--- config.mk ---
export PLATFORM = sky130hd
export DESIGN_NAME = sysmon_top
export DESIGN_NICKNAME = d
export VERILOG_FILES = /design/src/rtl/drp_pkg.sv /design/src/rtl/sysmon_reg_pkg.sv /design/src/rtl/sysmon_top.sv /design/src/rtl/sysmon_core.sv /design/src/rtl/drp_sequencer.sv /design/src/rtl/reg_frontend.sv
export SDC_FILE = /design/constraint.sdc
export NUM_CORES = 1
export LEC_CHECK = 0
export BUFFER_PORTS_ARGS = -buffer_cell sky130_fd_sc_hd__buf_2
export CAP_MARGIN = 20
export CORE_AREA = 2 2 210 212
export DETAILED_ROUTE_END_ITERATION = 10
export DIE_AREA = 0 0 212 214
export MAX_ROUTING_LAYER = met4
export PLACE_DENSITY = 0.48
export REMOVE_ABC_BUFFERS = 1
export SYNTH_ARGS = -nofsm -noshare
export SYNTH_HDL_FRONTEND = slang
export SYNTH_SLANG_ARGS = --single-unit
--- constraint.sdc ---
create_clock -name clk_usb -period 5.76 [get_ports clk_usb]
set_clock_uncertainty 0.15 [all_clocks]
set_input_delay 1.44 -clock clk_usb [delete_from_list [all_inputs] [get_ports clk_usb]]
set_output_delay 1.44 -clock clk_usb [all_outputs]
set_load 0.05 [all_outputs]
--- src/rtl/drp_pkg.sv ---
package drp_pkg;

  // sample width from the sensor front
  localparam int SAMPLE_W = 12;  // stored left aligned in 16 bits

  // drp address map of the sensor monitor
  typedef enum logic [6:0] {
    MEAS_TEMP   = 7'h00,  // temperature measurement
    MEAS_VCCINT = 7'h01,  // vccint measurement
    MEAS_VCCAUX = 7'h02,  // vccaux measurement
    MEAS_VBRAM  = 7'h06,  // vbram measurement
    LIM_TEMP    = 7'h50,  // user temperature upper limit
    LIM_VCCINT  = 7'h51,  // vccint upper limit
    LIM_VCCAUX  = 7'h52,  // vccaux upper limit
    LIM_OT      = 7'h53,  // over-temperature upper limit
    LIM_VBRAM   = 7'h58   // vbram upper limit
  } drp_addr_e;

  // drp request, en is a single cycle strobe
  typedef struct packed {
    logic        en;    // access strobe
    logic        we;    // 1 = write, 0 = read
    logic [6:0]  addr;  // raw address, may be unmapped
    logic [15:0] din;   // write data
  } drp_req_t;

  // drp response, rdy pulses once per access
  typedef struct packed {
    logic        rdy;   // access done
    logic [15:0] dout;  // read data, valid with rdy
  } drp_rsp_t;

  // live alarms, same bit order as the status byte
  typedef struct packed {
    logic vbram;      // bit 4
    logic vccaux;     // bit 3
    logic vccint;     // bit 2
    logic user_temp;  // bit 1
    logic ot;         // bit 0
  } alarm_t;

endpackage

--- src/rtl/sysmon_reg_pkg.sv ---
package sysmon_reg_pkg;

  // host side register map, byte wide registers on the usb register bus
  typedef enum logic [7:0] {
    REG_DRP_ADDR = 8'h30,  // launch drp access, bit 7 selects write
    REG_DRP_DATA = 8'h31,  // staged write data / captured read data
    REG_STAT     = 8'h32   // held alarms, overrun, busy
  } reg_addr_e;

  // direction flag inside a DRP_ADDR write
  localparam int DRP_WRITE_BIT = 7;  // set = drp write, clear = drp read

  // status byte as seen by the host, msb first
  typedef struct packed {
    logic zero;       // bit 7, always reads 0
    logic busy;       // bit 6, drp access in flight
    logic overrun;    // bit 5, sticky, command dropped while busy
    logic vbram;      // bit 4, held vbram alarm
    logic vccaux;     // bit 3, held vccaux alarm
    logic vccint;     // bit 2, held vccint alarm
    logic user_temp;  // bit 1, held user temperature alarm
    logic ot;         // bit 0, held over-temperature alarm
  } stat_t;

  // host write of any value to REG_STAT clears the held bits
  // live alarms re-latch on the following cycle

endpackage
--- src/rtl/sysmon_top.sv ---
`timescale 1ns/1ps

module sysmon_top #(
  parameter int p_bytecnt_size = 7,  // bus byte count width
  parameter int p_drp_latency  = 4   // drp en to rdy cycles
) (
  input  logic                         clk_usb,
  input  logic                         reset_i,
  input  logic [7:0]                   reg_address,
  input  logic [p_bytecnt_size-1:0]    reg_bytecnt,
  input  logic [7:0]                   reg_datai,
  input  logic                         reg_read,
  input  logic                         reg_write,
  input  logic [drp_pkg::SAMPLE_W-1:0] temp_sample,
  input  logic [drp_pkg::SAMPLE_W-1:0] vccint_sample,
  input  logic [drp_pkg::SAMPLE_W-1:0] vccaux_sample,
  input  logic [drp_pkg::SAMPLE_W-1:0] vbram_sample,
  output logic [7:0]                   reg_datao,
  output logic                         sys_error,   // any live alarm
  output logic [drp_pkg::SAMPLE_W-1:0] temp_out
);

  drp_pkg::drp_req_t cmd;         // front end to sequencer
  drp_pkg::drp_req_t drp_req;     // sequencer to core
  drp_pkg::drp_rsp_t drp_rsp;     // core back to sequencer
  drp_pkg::alarm_t   alarms;      // core to front end
  logic [15:0]       rd_data;
  logic              busy;
  logic              overrun;
  logic              stat_clear;

  reg_frontend #(
    .p_bytecnt_size (p_bytecnt_size)
  ) u_frontend (
    .clk_usb, .reset_i,
    .reg_address, .reg_bytecnt, .reg_datai, .reg_read, .reg_write,
    .rd_data, .busy, .overrun, .alarms,
    .reg_datao, .cmd, .stat_clear, .sys_error
  );

  drp_sequencer u_sequencer (
    .clk_usb, .reset_i,
    .cmd, .stat_clear, .drp_rsp,
    .drp_req, .rd_data, .busy, .overrun
  );

  sysmon_core #(
    .p_drp_latency (p_drp_latency)
  ) u_core (
    .clk_usb, .reset_i, .drp_req,
    .temp_sample, .vccint_sample, .vccaux_sample, .vbram_sample,
    .drp_rsp, .alarms, .temp_out
  );

endmodule

--- src/rtl/sysmon_core.sv ---
`timescale 1ns/1ps

module sysmon_core #(
  parameter int p_drp_latency = 4  // en to rdy cycles, no fewer than 2
) (
  input  logic                           clk_usb,
  input  logic                           reset_i,
  input  drp_pkg::drp_req_t              drp_req,        // drp request
  input  logic [drp_pkg::SAMPLE_W-1:0]   temp_sample,    // external samples
  input  logic [drp_pkg::SAMPLE_W-1:0]   vccint_sample,
  input  logic [drp_pkg::SAMPLE_W-1:0]   vccaux_sample,
  input  logic [drp_pkg::SAMPLE_W-1:0]   vbram_sample,
  output drp_pkg::drp_rsp_t              drp_rsp,        // drp response
  output drp_pkg::alarm_t                alarms,         // live alarms
  output logic [drp_pkg::SAMPLE_W-1:0]   temp_out        // registered temperature
);

  localparam int cnt_w = $clog2(p_drp_latency + 1);  // holds latency minus one
  localparam int pad_w = 16 - drp_pkg::SAMPLE_W;      // low zero bits

  logic [15:0]      meas_temp;    // left aligned measurement registers
  logic [15:0]      meas_vccint;
  logic [15:0]      meas_vccaux;
  logic [15:0]      meas_vbram;
  logic [15:0]      lim_temp;     // upper limits
  logic [15:0]      lim_vccint;
  logic [15:0]      lim_vccaux;
  logic [15:0]      lim_ot;
  logic [15:0]      lim_vbram;
  logic [cnt_w-1:0] lat_cnt;      // cycles left to rdy
  logic [6:0]       addr_q;       // address of access in flight
  logic [15:0]      rd_mux;       // addressed register

  // sample capture every cycle
  always_ff @(posedge clk_usb) begin
    meas_temp   <= {temp_sample,   {pad_w{1'b0}}};
    meas_vccint <= {vccint_sample, {pad_w{1'b0}}};
    meas_vccaux <= {vccaux_sample, {pad_w{1'b0}}};
    meas_vbram  <= {vbram_sample,  {pad_w{1'b0}}};
  end

  assign temp_out = meas_temp[15:pad_w];

  // only LIM addresses take limit writes
  always_ff @(posedge clk_usb) begin
    if (reset_i) begin
      lim_temp   <= 16'hFFFF;  // alarms off
      lim_vccint <= 16'hFFFF;
      lim_vccaux <= 16'hFFFF;
      lim_ot     <= 16'hFFFF;
      lim_vbram  <= 16'hFFFF;
    end else if (drp_req.en && drp_req.we) begin
      case (drp_req.addr)
        drp_pkg::LIM_TEMP:   lim_temp   <= drp_req.din;
        drp_pkg::LIM_VCCINT: lim_vccint <= drp_req.din;
        drp_pkg::LIM_VCCAUX: lim_vccaux <= drp_req.din;
        drp_pkg::LIM_OT:     lim_ot     <= drp_req.din;
        drp_pkg::LIM_VBRAM:  lim_vbram  <= drp_req.din;
        default: ;  // measurements and holes are read only
      endcase
    end
  end

  // upper limit compare on the 12 significant bits
  always_comb begin
    alarms.ot        = meas_temp[15:pad_w]   > lim_ot[15:pad_w];
    alarms.user_temp = meas_temp[15:pad_w]   > lim_temp[15:pad_w];
    alarms.vccint    = meas_vccint[15:pad_w] > lim_vccint[15:pad_w];
    alarms.vccaux    = meas_vccaux[15:pad_w] > lim_vccaux[15:pad_w];
    alarms.vbram     = meas_vbram[15:pad_w]  > lim_vbram[15:pad_w];
  end

  always_comb begin
    case (addr_q)
      drp_pkg::MEAS_TEMP:   rd_mux = meas_temp;
      drp_pkg::MEAS_VCCINT: rd_mux = meas_vccint;
      drp_pkg::MEAS_VCCAUX: rd_mux = meas_vccaux;
      drp_pkg::MEAS_VBRAM:  rd_mux = meas_vbram;
      drp_pkg::LIM_TEMP:    rd_mux = lim_temp;
      drp_pkg::LIM_VCCINT:  rd_mux = lim_vccint;
      drp_pkg::LIM_VCCAUX:  rd_mux = lim_vccaux;
      drp_pkg::LIM_OT:      rd_mux = lim_ot;
      drp_pkg::LIM_VBRAM:   rd_mux = lim_vbram;
      default:              rd_mux = 16'h0000;  // unmapped
    endcase
  end

  always_ff @(posedge clk_usb) begin
    if (drp_req.en) addr_q <= drp_req.addr;  // latch address with the strobe
  end

  // rdy registered when the latency counter reaches one
  always_ff @(posedge clk_usb) begin
    if (reset_i) begin
      lat_cnt <= '0;
      drp_rsp <= '0;
    end else begin
      if (drp_req.en) begin
        lat_cnt <= cnt_w'(p_drp_latency - 1);
      end else if (lat_cnt != '0) begin
        lat_cnt <= lat_cnt - cnt_w'(1);
      end
      drp_rsp.rdy <= (lat_cnt == cnt_w'(1));  // exactly p_drp_latency after en
      if (lat_cnt == cnt_w'(1)) begin
        drp_rsp.dout <= rd_mux;
      end
    end
  end

endmodule

--- src/rtl/drp_sequencer.sv ---
`timescale 1ns/1ps

module drp_sequencer (
  input  logic              clk_usb,
  input  logic              reset_i,
  input  drp_pkg::drp_req_t cmd,         // command from register front end
  input  logic              stat_clear,  // host STAT write
  input  drp_pkg::drp_rsp_t drp_rsp,     // response from core
  output drp_pkg::drp_req_t drp_req,     // request to core
  output logic [15:0]       rd_data,     // last read result
  output logic              busy,        // access outstanding
  output logic              overrun      // sticky, command dropped
);

  typedef enum logic {
    IDLE,      // ready for a command
    WAIT_RDY   // access launched, waiting for rdy
  } seq_state_e;

  seq_state_e state;
  logic       accept;  // command taken this cycle
  logic       drop;    // command lost, already busy

  assign busy   = (state == WAIT_RDY);  // rises with drp_req.en
  assign accept = cmd.en && (state == IDLE);
  assign drop   = cmd.en && (state == WAIT_RDY);

  always_ff @(posedge clk_usb) begin
    if (reset_i) begin
      state   <= IDLE;
      drp_req <= '0;
    end else begin
      if (accept) begin
        drp_req <= cmd;  // en comes along high
      end else begin
        drp_req.en <= 1'b0;  // payload held, we kept for capture
      end
      case (state)
        IDLE: begin
          if (accept) state <= WAIT_RDY;
        end
        WAIT_RDY: begin
          if (drp_rsp.rdy) state <= IDLE;  // busy low next cycle
        end
        default: state <= IDLE;
      endcase
    end
  end

  // capture read data, writes leave rd_data alone
  always_ff @(posedge clk_usb) begin
    if (busy && drp_rsp.rdy && !drp_req.we) begin
      rd_data <= drp_rsp.dout;
    end
  end

  always_ff @(posedge clk_usb) begin
    if (reset_i) begin
      overrun <= 1'b0;
    end else if (drop) begin
      overrun <= 1'b1;  // new drop beats a clear
    end else if (stat_clear) begin
      overrun <= 1'b0;
    end
  end

endmodule

--- src/rtl/reg_frontend.sv ---
`timescale 1ns/1ps

module reg_frontend #(
  parameter int p_bytecnt_size = 7  // bus byte count width
) (
  input  logic                      clk_usb,
  input  logic                      reset_i,
  input  logic [7:0]                reg_address,  // register select
  input  logic [p_bytecnt_size-1:0] reg_bytecnt,  // byte index within register
  input  logic [7:0]                reg_datai,    // host write data
  input  logic                      reg_read,     // host read strobe
  input  logic                      reg_write,    // host write strobe
  input  logic [15:0]               rd_data,      // captured drp read data
  input  logic                      busy,         // drp access in flight
  input  logic                      overrun,      // sticky drop flag
  input  drp_pkg::alarm_t           alarms,       // live alarms from core
  output logic [7:0]                reg_datao,    // host read data
  output drp_pkg::drp_req_t         cmd,          // command to sequencer
  output logic                      stat_clear,   // clears overrun in sequencer
  output logic                      sys_error     // any live alarm
);

  logic                   wr_addr;    // write to DRP_ADDR
  logic                   wr_data;    // write to DRP_DATA
  logic [15:0]            din_q;      // staged drp write data
  drp_pkg::alarm_t        alarm_q;    // held alarms
  sysmon_reg_pkg::stat_t  stat_byte;  // status readback
  logic [7:0]             data_byte;  // selected rd_data byte

  assign wr_addr    = reg_write && (reg_address == sysmon_reg_pkg::REG_DRP_ADDR);
  assign wr_data    = reg_write && (reg_address == sysmon_reg_pkg::REG_DRP_DATA);
  assign stat_clear = reg_write && (reg_address == sysmon_reg_pkg::REG_STAT);

  assign sys_error = |alarms;  // live, not held

  // write data staging, byte 0 low, byte 1 high
  always_ff @(posedge clk_usb) begin
    if (reset_i) begin
      din_q <= '0;
    end else if (wr_data) begin
      if (reg_bytecnt == '0) begin
        din_q[7:0] <= reg_datai;
      end else if (reg_bytecnt == p_bytecnt_size'(1)) begin
        din_q[15:8] <= reg_datai;
      end  // higher counts dropped
    end
  end

  // command pulse, one cycle after the DRP_ADDR write
  always_ff @(posedge clk_usb) begin
    if (reset_i) begin
      cmd <= '0;
    end else begin
      cmd.en <= wr_addr;  // single cycle strobe
      if (wr_addr) begin
        cmd.we   <= reg_datai[sysmon_reg_pkg::DRP_WRITE_BIT];  // direction
        cmd.addr <= reg_datai[6:0];
        cmd.din  <= din_q;  // snapshot of staged data
      end
    end
  end

  // alarms may be transient, hold until host clears
  always_ff @(posedge clk_usb) begin
    if (reset_i) begin
      alarm_q <= '0;
    end else if (stat_clear) begin
      alarm_q <= '0;  // live ones come back next cycle
    end else begin
      alarm_q <= drp_pkg::alarm_t'(alarm_q | alarms);
    end
  end

  always_comb begin
    stat_byte.zero      = 1'b0;
    stat_byte.busy      = busy;     // live
    stat_byte.overrun   = overrun;  // sticky in sequencer
    stat_byte.vbram     = alarm_q.vbram;
    stat_byte.vccaux    = alarm_q.vccaux;
    stat_byte.vccint    = alarm_q.vccint;
    stat_byte.user_temp = alarm_q.user_temp;
    stat_byte.ot        = alarm_q.ot;
  end

  always_comb begin
    if (reg_bytecnt == '0) begin
      data_byte = rd_data[7:0];
    end else if (reg_bytecnt == p_bytecnt_size'(1)) begin
      data_byte = rd_data[15:8];
    end else begin
      data_byte = 8'h00;  // past end of register
    end
  end

  // readback mux, zero when not reading
  always_comb begin
    reg_datao = 8'h00;
    if (reg_read) begin
      case (reg_address)
        sysmon_reg_pkg::REG_DRP_ADDR: reg_datao = {cmd.we, cmd.addr};  // last command
        sysmon_reg_pkg::REG_DRP_DATA: reg_datao = data_byte;
        sysmon_reg_pkg::REG_STAT:     reg_datao = stat_byte;
        default:                      reg_datao = 8'h00;  // unmapped
      endcase
    end
  end

endmodule

* Word level (Yosys, flattened, before mapping) *
Cells that the tools add are included.
Widths: inputs -> output; s select.

storage, ports and cells
  output and inout bits = 21
  flip-flop bits (word level) = 244
  logic and storage cells = 97

cells by class
  add/sub/neg operators = 1
  bitwise operators = 4
  reduce and logical (&&, ||, !) cells = 25
  magnitude comparators = 5
  eq/ne operators = 18
  mux-type cells = 12

operator list
  kind                 number
  $pmux 16 s9          1
  $eq 7x7->1 const B   10
  $gt 12x12->1         5
  $eq 8x6->1 const B   3
  $mux 8               3
  $pmux 8 s3           1
  $eq 7x1->1 const B   2
  $logic_not 7->1      2
  $reduce_and 2->1     6
  $logic_and 1x1->1    8
  $eq 7x2->1 const B   1
  $eq 7x3->1 const B   1
  $reduce_or 2->1      3
  $or 5x5->5           1
  $reduce_or 5->1      1
  $mux 1               4
  $mux 2               2
  $reduce_bool 2->1    2
  $eq 3x1->1 const B   1
  $not 1->1            3
  $reduce_and 3->1     1
  $reduce_bool 3->1    1
  $sub 3x1->3 const B  1
  $pmux 1 s2           1
  $logic_not 1->1      1

* Longest topological paths before layout *
Gate-level depths: netlist (run 1).

  depth after elaboration = 5
  gate-level depth with buffers = 9
  gate-level depth less buffers = 8

* Hierarchy *
A second synthesis (run 1) with hierarchy kept.

unflattened totals
  cells, all modules = 1127
  area, all modules = 11354.6 sq um

modules (own cells, without submodules)
  module         cells each  times used  area an instance (sq um)
  sysmon_core    789         1           7472.2
  reg_frontend   202         1           2107.0
  drp_sequencer  136         1           1775.5

* Least setup slack after synthesis (run 1) *
OpenSTA, ideal clock, no wires.

  path kind = input port to output port
  start point = input port reg_address[7]
  end point = output port reg_datao[0]
  slack = 0.942 ns
  required time = 4.170 ns
  arrival time = 3.228 ns
  stages = 5
  path through = nor2_1 > nand4_1 > nor3b_1 > a22oi_1 > a21oi_1

on the way
  cells in the longest elaborated chain, start to end = 3

RTL lines
  item          line                source
  from (decl)   sysmon_top.sv:9     input logic [7:0] reg_address,
  $eq 8x6->1    reg_frontend.sv:99  case (reg_address)
  $pmux 8 s3 *  reg_frontend.sv:99
  $mux 8 *      reg_frontend.sv:98  if (reg_read) begin
  to (decl)     sysmon_top.sv:18    output logic [7:0] reg_datao,

Every way passes the cells marked *; elsewhere a longest branch is shown, timed or not.

* Worst setup path in the final report (run 1) *
  start point = register u_core.lim_ot[11]
  end point = output port sys_error

on the way
  cells in the longest elaborated chain, start to end = 2

RTL lines
  item                    line                source
  from (decl)             sysmon_core.sv:28   logic [15:0] lim_ot;
  from (signal assigned)  sysmon_core.sv:57   drp_pkg::LIM_OT: lim_ot <= drp_req.din;
  $gt 12x12->1            sysmon_core.sv:66   alarms.ot = meas_temp[15:pad_w] > lim_ot[15:pad_w];
  $reduce_or 5->1         reg_frontend.sv:34  assign sys_error = |alarms;
  to (decl)               sysmon_top.sv:19    output logic sys_error,

Every way passes these cells.

==> results by stage, run 1 <==
Drt:
- In this run, the number of DRC markers left after iteration 0 of detailed routing was 557.
- In the final routed layout, each cell accounts on average for around 18 µm.
- The post-route antenna net violation count is 0.
- The mean number of vias per cell is ~4.6.
- The length of routed met2 wiring is 16,300 µm.
- The highest metal layer carrying signal wires in the routed design is met4.
- After detailed routing, the wire length on met1 is approximately 15,000 µm.
- The total number of vias is around 8,500.
- The number of remaining DRC errors is 0.
- The first-pass iteration count of the detailed router is 5.
- The overall routed net length is about 33,000 µm.
- The wire length on met3 is ~1300 µm.

Floorplan:
- The total I/O pin count is 96.
- The standard-cell row count is 76.
- The initial utilization of the core area, before any placement, comes to 0.250.
- From left edge to right edge, the die measures about 210 µm.
- The die covers roughly 45,000 µm².
- The vertical die dimension is 214 µm.
- In this run the standard cell core region covers about 43,000 µm².

Logic synthesis:
- The cell area after synthesis is around 11,000 µm².
- The count of unique library cells instantiated by Yosys is between 50 and 60.
- Of the total synthesized cell area, the portion taken by XOR and XNOR cells is 0.000818.
- The count of flip-flops with a built-in enable after synthesis is 23.
- Of all flip-flops after synthesis, the portion carrying an async set or reset was 0.
- The most instantiated flip-flop cell in the synthesis netlist is sky130_fd_sc_hd__dfxtp_1.
- The cell count after synthesis came out at between 1,000 and 1,500.
- The mean instance size in the synthesized netlist is a little over 9 µm².
- The post-synthesis sequential area ratio is 0.478.
- The post-synthesis compound-gate area fraction is 0.155.
- In this run, synthesis produced a sequential element count of around 240.
- The portion of synthesized area spent on multiplexers is 0.0624.
- The adder and majority cell fraction of the synthesized area is 0.0736.
- By area, the combinational part of the netlist is dominated by simple AND/OR/NAND/NOR gates.
- Of the total synthesized cell area, the portion taken by AND, OR, NAND and NOR gates is 0.182.
- For this run, the number of Yosys warnings is 0.

Setup path:
- The highest net fanout along the worst path is 3.
- STA puts the critical path data required time at approximately 4.2 ns.
- Data on the critical path arrives at its endpoint at 3.32 ns.
- The critical path start-end classification is flip-flop to primary output.
- The kind of launch point of the worst setup path is a flip-flop.
- The worst setup path is captured at a primary output.

Clock tree:
- The number of levels in the clock H-tree is 1.
- The insertion delay to the later sink of the worst-skew pair is 0.55 ns.
- The number of buffers inserted to repair setup after CTS is 0.
- The root buffer cell chosen for the clock tree is sky130_fd_sc_hd__clkbuf_16.
- The post-CTS resize count is 0.
- The clock buffer count from CTS is 28.
- The clock sink count is between 200 and 250.
- The clock-pin slew of the registers on the worst-case setup and hold paths is around 0.060 ns.
- The number of hold buffers added after CTS was 0.
- The clock tree from TritonCTS is done.
- The buffer levels on the longest clock path is 3.

Run status:
- The flow ran to the end, and the final reports show no timing, DRC or antenna violations.

Timing:
- Setup repair after global routing left no endpoint under its margin.
- The maximum operating frequency is 204 MHz.
- Measured against its own limit, the worst slew margin works out to 0.286.
- At the pin with the least slew margin, the transition time is approximately 1.1 ns.
- The number of failing hold endpoints at the final stage is 0.
- After routing, the total negative slack on setup checks comes to 0 ns.
- The worst-case hold slack is 0.285 ns.
- The total count of max-transition violations in the final report is 0.
- The ratio of final minimum period to clock period is 0.853.
- The final number of setup-violating endpoints is 0.
- The post-layout minimum cycle time is just under 5 ns.

Global route:
- The overall fraction of global-route tracks in use is 0.149.
- The total overflow left after global routing is 0.
- The via count of the first global-routing pass is between 8,000 and 9,000.
- The initial antenna violation count is 0.
- The maximum number of pins on one net before global-route repair is ~80.
- The first-pass GRT wire length is between 50,000 and 60,000 µm.

Cells and area:
- The finished cells cover approximately 13,000 µm².
- The most frequent standard cell in the layout excluding fill and tap cells is sky130_fd_sc_hd__nand2_1.
- The signed area change from the synthesized netlist to the final layout is 18.6%.
- In the final design database the tool counted ~1,400 nets.
- The library cells used most frequently in the layout, excluding fill and tap cells, are 222 x sky130_fd_sc_hd__nand2_1, 221 x sky130_fd_sc_hd__dfxtp_1, 94 x sky130_fd_sc_hd__a21oi_1, 94 x sky130_fd_sc_hd__buf_2, 78 x sky130_fd_sc_hd__nor2_1.
- The layout cell share with drive strength beyond 1 is 0.146.

Place:
- The detailed-placement wirelength estimate is around 24,000 µm.
- The placed instance area is roughly 12,000 µm².
- The count of input and output buffers is 95.
- The routability congestion estimate is 0.838.

Power:
- In this run the static leakage power is 0.00542 µW.
- Dividing total power by cell area gives a power density of 298 nW/µm².
- The highest ir drop seen on vdd is roughly 190 µV.

Flow run:
- The number of maximum-capacitance violations is 0.

Min path:
- In this run the worst hold path is classified as flip-flop to flip-flop.
[cell families (layout without fill, tap and decap cells)]
family,after synthesis,in the layout
other,0,1
AOI/OAI and AO/OA,245,245
and+or+nand+nor,425,425
xor gates and xnor gates,1,1
DFF,244,244
adders and majority gates,63,63
buffers and inverters,132,222
muxes,55,55
[sequential cells by signal, indices dropped and copies added (netlist names), 16 cells and up]
signal,flops
u_frontend.cmd,25
u_sequencer.drp_req,25
u_core.drp_rsp,17
u_core.lim_ot,16
u_core.lim_temp,16
u_core.lim_vbram,16
u_core.lim_vccaux,16
u_core.lim_vccint,16
u_frontend.din_q,16
u_sequencer.rd_data,16
[metrics by stage]
stage	std cells	worst slack, ns	utilization	total power [µW]
6_report	1841	0.848	0.296	3780
5_1_grt	1840	0.676	0.296	3920
4_1_cts	1840	0.806	0.296	3840
3_5_place_dp	1789	0.954	0.274	2000
3_3_place_gp	1789	0.985	0.274	2000
2_1_floorplan	1098	0.942	-	1900
[cell type report]
class,instances,area [µm²]
inverter,65,244
multi-input combinational,789,5090
timing repair buffer,106,561
fill,4533,30200
clock buffer,35,767
clock inverter,16,183
tap,585,732
sequential,244,5110
antenna,1,2.50
[final timing paths]
| kind | start | to | slack (ns) | cells past startpoint |
|---|---|---|---|---|
| setup / recovery | u_core.lim_ot[11] | sys_error | 0.85 | 9 |
| hold / removal | u_core.drp_rsp[12] | u_sequencer.rd_data[12] | 0.28 | 0 |
| setup reg to reg | u_sequencer.drp_req[24] | u_core.lim_vccaux[3] | 2.78 | 7 |
| hold reg to reg | u_core.drp_rsp[12] | u_sequencer.rd_data[12] | 0.28 | 0 |
[worst max-delay path: stages (launching register included)]
cell and delay [ns]:
sky130_fd_sc_hd__dfxtp_1 0.35, sky130_fd_sc_hd__inv_1 0.05, sky130_fd_sc_hd__ha_1 0.28, sky130_fd_sc_hd__and3_1 0.19, sky130_fd_sc_hd__a221o_1 0.39, sky130_fd_sc_hd__a221oi_2 0.27
sky130_fd_sc_hd__a21bo_1 0.27, sky130_fd_sc_hd__a21oi_1 0.12, sky130_fd_sc_hd__or4b_1 0.58, sky130_fd_sc_hd__buf_2 0.27
[cell usage after synthesis (2+ instances only)]
master / number / share of area
sky130_fd_sc_hd__nand2_1: 222 / 0.078
sky130_fd_sc_hd__dfxtp_1: 221 / 0.41
sky130_fd_sc_hd__a21oi_1: 94 / 0.044
sky130_fd_sc_hd__nor2_1: 80 / 0.028
sky130_fd_sc_hd__inv_1: 65 / 0.023
sky130_fd_sc_hd__ha_1: 63 / 0.074
sky130_fd_sc_hd__a211o_1: 49 / 0.040
sky130_fd_sc_hd__clkbuf_1: 46 / 0.016
sky130_fd_sc_hd__nand3b_1: 34 / 0.024
sky130_fd_sc_hd__mux2i_1: 33 / 0.031
sky130_fd_sc_hd__edfxtp_1: 23 / 0.065
sky130_fd_sc_hd__nor2b_1: 23 / 0.013
sky130_fd_sc_hd__buf_2: 18 / 0.0084
sky130_fd_sc_hd__nand3_1: 17 / 0.0079
sky130_fd_sc_hd__a22oi_1: 16 / 0.011
sky130_fd_sc_hd__nand4_1: 14 / 0.0082
sky130_fd_sc_hd__a21o_1: 12 / 0.0084
sky130_fd_sc_hd__mux2_2: 12 / 0.013
sky130_fd_sc_hd__o21a_1: 10 / 0.0070
sky130_fd_sc_hd__o21ai_0: 10 / 0.0047
sky130_fd_sc_hd__o22ai_1: 10 / 0.0058
sky130_fd_sc_hd__mux4_2: 8 / 0.017
sky130_fd_sc_hd__a32oi_1: 7 / 0.0057
sky130_fd_sc_hd__nor3_1: 6 / 0.0028
sky130_fd_sc_hd__a22o_1: 5 / 0.0041
sky130_fd_sc_hd__a31o_1: 5 / 0.0041
sky130_fd_sc_hd__nand2b_1: 5 / 0.0029
sky130_fd_sc_hd__o21ai_1: 5 / 0.0023
sky130_fd_sc_hd__a2bb2oi_1: 4 / 0.0033
sky130_fd_sc_hd__and3_1: 4 / 0.0023
sky130_fd_sc_hd__or3_1: 4 / 0.0023
sky130_fd_sc_hd__a211oi_1: 3 / 0.0021
sky130_fd_sc_hd__a31oi_1: 3 / 0.0018
sky130_fd_sc_hd__buf_1: 3 / 0.0011
sky130_fd_sc_hd__nor4_1: 3 / 0.0018
sky130_fd_sc_hd__a2111oi_0: 2 / 0.0016
sky130_fd_sc_hd__and2_1: 2 / 0.0012
sky130_fd_sc_hd__mux2_1: 2 / 0.0021
sky130_fd_sc_hd__nor4b_1: 2 / 0.0016
[routing by layer]
| metal | vias to the layer above | GRT usage |
|---|---|---|
| li1 | 4201 | - |
| met1 | 4064 | 0.182 |
| met2 | 181 | 0.251 |
| met3 | 53 | 0.0194 |
| met4 | 0 | 0.0498 |
| met5 | - | - |
[report_power, final]
| part | total [µW] | switching [µW] | internal [µW] |
|---|---|---|---|
| registers | 1760 | 24.8 | 1740 |
| logic | 194 | 122 | 71.8 |
| clock network | 1820 | 737 | 1080 |
| total | 3780 | 885 | 2890 |
(Power assumes the default switching activity.)
==> run 2, diff against run 1 <==
Settings changed: CELL_PAD_IN_SITES_DETAIL_PLACEMENT from default to 0, CELL_PAD_IN_SITES_GLOBAL_PLACEMENT from default to 1, PLACE_DENSITY 0.48 to 0.56.
==> run 2 against run 1 <==
Effect of this change: design area increased by 0.89%; non-clock buffer count is 2 higher; critical path depth did not move; final cell count increased by 0.27%; largest cell class unchanged; highest routed layer unchanged.
==> results by stage, run 2 (synthesized netlist as in run 1, its figures left out) <==
Power:
- The static leakage power is ~0.0055 µW.
- IR analysis of the VDD net gives a maximum drop of 193 µV.
- The total power divided by cell area is 307 nW/µm².

Place:
- Input and output buffers added on the ports amount to 95.
- The routability congestion estimate is between 0.8 and 0.9.
- The placed instance count is about 1,800.
- The detailed-placement wirelength estimate is 24,800 µm.
- Summing all placed instances gives a cell area of ~12,000 µm².

Cells and area:
- The post-route core utilization is 0.299.
- The final-stage net count is roughly 1,400.
- The multi-input logic area is 5090 µm².
- The most frequent standard cell in the layout excluding fill and tap cells is sky130_fd_sc_hd__nand2_1.
- In the final layout, the registers with the most flip-flops are u_frontend.cmd x25, u_sequencer.drp_req x25, u_core.drp_rsp x17.
- The area growth from synthesis to layout is 19.6%.
- The filler cells instantiated in the layout total roughly 4,500.
- The number of antenna repair diodes is 0.
- In the layout the commonest cells are 222 x sky130_fd_sc_hd__nand2_1, 221 x sky130_fd_sc_hd__dfxtp_1, 94 x sky130_fd_sc_hd__a21oi_1, 94 x sky130_fd_sc_hd__buf_2, 78 x sky130_fd_sc_hd__nor2_1.
- The post-layout instance count excluding filler cells is 1,846.
- In the final layout, the share of cells above drive strength 1 is 0.146.
- The post-layout instance area is about 13,000 µm².
- The sequential cell area is 5110 µm².

Setup path:
- Traced cell by cell, the critical path runs through inv_1 -> ha_1 -> and3_1 -> a221o_1 -> a221oi_2 -> a21bo_1 -> a21oi_1 -> or4b_1 -> buf_2.
- The peak per-stage delay on the critical path is 0.51 ns.
- The kind of end point of the critical path is a primary output.
- STA puts the critical path data required time at about 4.2 ns.
- The critical path start-end classification is flip-flop to primary output.
- The kind of launch point of the worst setup path is a flip-flop.
- The arrival time at the worst endpoint is 3.29 ns.
- Along the worst path, the maximum fanout reaches 3.
- The slowest cell on the critical path is sky130_fd_sc_hd__or4b_1.

Drt:
- The first detailed-routing pass took 5 iterations.
- The violation count after the first detailed-routing iteration is roughly 540.
- For this block, the routed nets add up to 34,400 µm of wire.
- The mean number of vias per cell is 4.61.
- The post-route antenna net violation count is 0.
- The average detailed-routed wire length per instance is 18.6 µm.
- Across all layers, the routed design uses between 8,000 and 9,000 vias.
- The number of remaining DRC errors is 0.

Timing:
- The ratio of final minimum period to clock period is 0.847.
- The total count of max-transition violations in the final report was 0.
- Setup repair after global routing left no endpoint under its margin.
- The maximum operating frequency is roughly 200 MHz.
- For the finished layout, the period the worst path requires is ~4.9 ns.
- Setup violations remaining at the end of the flow were counted as 0.
- The number of failing hold endpoints at the final stage came to 0.
- For the pin with the worst max-slew slack, the measured transition is 0.991 ns.
- In this run the tightest slew margin relative to its limit is 0.339.
- Adding up every negative setup slack in the final design gives 0 ns.

Clock tree:
- Clock-pin slew was measured on the worst setup and hold paths at 0.06 ns.
- The tree built by TritonCTS fans out to between 200 and 250 sinks.
- The clock buffer count from CTS is 30.
- CTS built an H-tree with a depth of 1.
- The longest clock path from root to sink contains 3 buffers.
- The post-CTS resize count is 0.
- The number of buffers inserted to repair setup after CTS is 0.
- The hold buffer count at cts is 0.
- The clock tree from TritonCTS is done.
- The insertion delay to the later sink of the worst-skew pair is 0.57 ns.
- The clock root buffer is sky130_fd_sc_hd__clkbuf_16.

Floorplan:
- The region available for standard cell placement spans 42,900 µm².
- The area of the die is around 45,000 µm².
- The initial utilization of the core area, before any placement, comes to 0.250.
- The width of the die is around 210 µm.
- The vertical die dimension is ~210 µm.
- The standard-cell row count is between 70 and 80.
- The total I/O pin count is 96.

Global route:
- The maximum number of pins on one net before global-route repair is 86.
- Across every metal layer, demand over resource in global routing totals 0.155.
- The first global-routing pass estimated 51,500 µm of wire.
- The via count of the first global-routing pass is 8,249.
- Summed over all layers, the global routing overflow is 0.
- The initial antenna violation count was 0.

Flow run:
- Max-cap violations in this run came to 0.

Run status:
- The flow ran to the end, and the final reports show no timing, DRC or antenna violations.

Min path:
- The path class of the tightest hold or removal check is flip-flop to flip-flop.
run 2: changes by cell type in the layout (fill, tap and decap cells not counted), sizes merged:
cell      previous run  this run
diode                1         0
clkbuf              35        38
clkinv               8         9
inv                 66        68
clkinvlp             4         0
buf                106       108
bufinv               3         5
run 2: power by group:
group | switching, µW | internal, µW
clock | 758 | 1210
combinational | 121 | 75.5
sequential | 24.9 | 1740
run 2: cell type report:
class / instances / share of cell area
Clock buffer: 38 / 0.0625
Sequential cell: 244 / 0.400
Tap cell: 585 / 0.0572
Clock inverter: 17 / 0.0175
Inverter: 65 / 0.0191
Timing Repair Buffer: 108 / 0.0465
Multi-Input combinational cell: 789 / 0.398
run 2: worst max-delay path, delay by kind of cell (launching register included):
kind	cells	cell delay [ns]
flip-flops	1	0.34
AND/OR/NAND/NOR	2	0.71
buffers and inverters	2	0.30
AO/OA/AOI/OAI	4	1.08
adder cells (fa/ha/maj)	1	0.28
run 2: final timing paths:
path / start / to / slack (ns) / cells past startpoint
max: u_core.lim_ot[11] / sys_error / 0.88 / 9
min: u_core.drp_rsp[5] / u_sequencer.rd_data[5] / 0.29 / 0
max reg2reg: u_core.addr_q[0] / u_core.drp_rsp[12] / 2.92 / 7
min reg2reg: u_core.drp_rsp[5] / u_sequencer.rd_data[5] / 0.29 / 0
run 2: metrics by stage:
step | hold WS (ns) | power (µW) | setup slack, ns
final | 0.289 | 3920 | 0.880
after global routing | 0.295 | 4080 | 0.684
after CTS | 0.292 | 3990 | 0.814
after detailed placement | 0.276 | 2000 | 0.932
after global placement | 0.264 | 2000 | 0.949
after floorplan | 0.258 | 1900 | 0.942
run 2: metal layers:
layer  up-vias  track usage  routed length (µm)  part of all wire
li1       4220            -                   -                 -
met1      4061        0.199               15600              0.45
met2       167        0.250               16300              0.48
met3        57       0.0198                1310             0.038
met4         0       0.0521                1100             0.032
met5         -            -                   0                 0
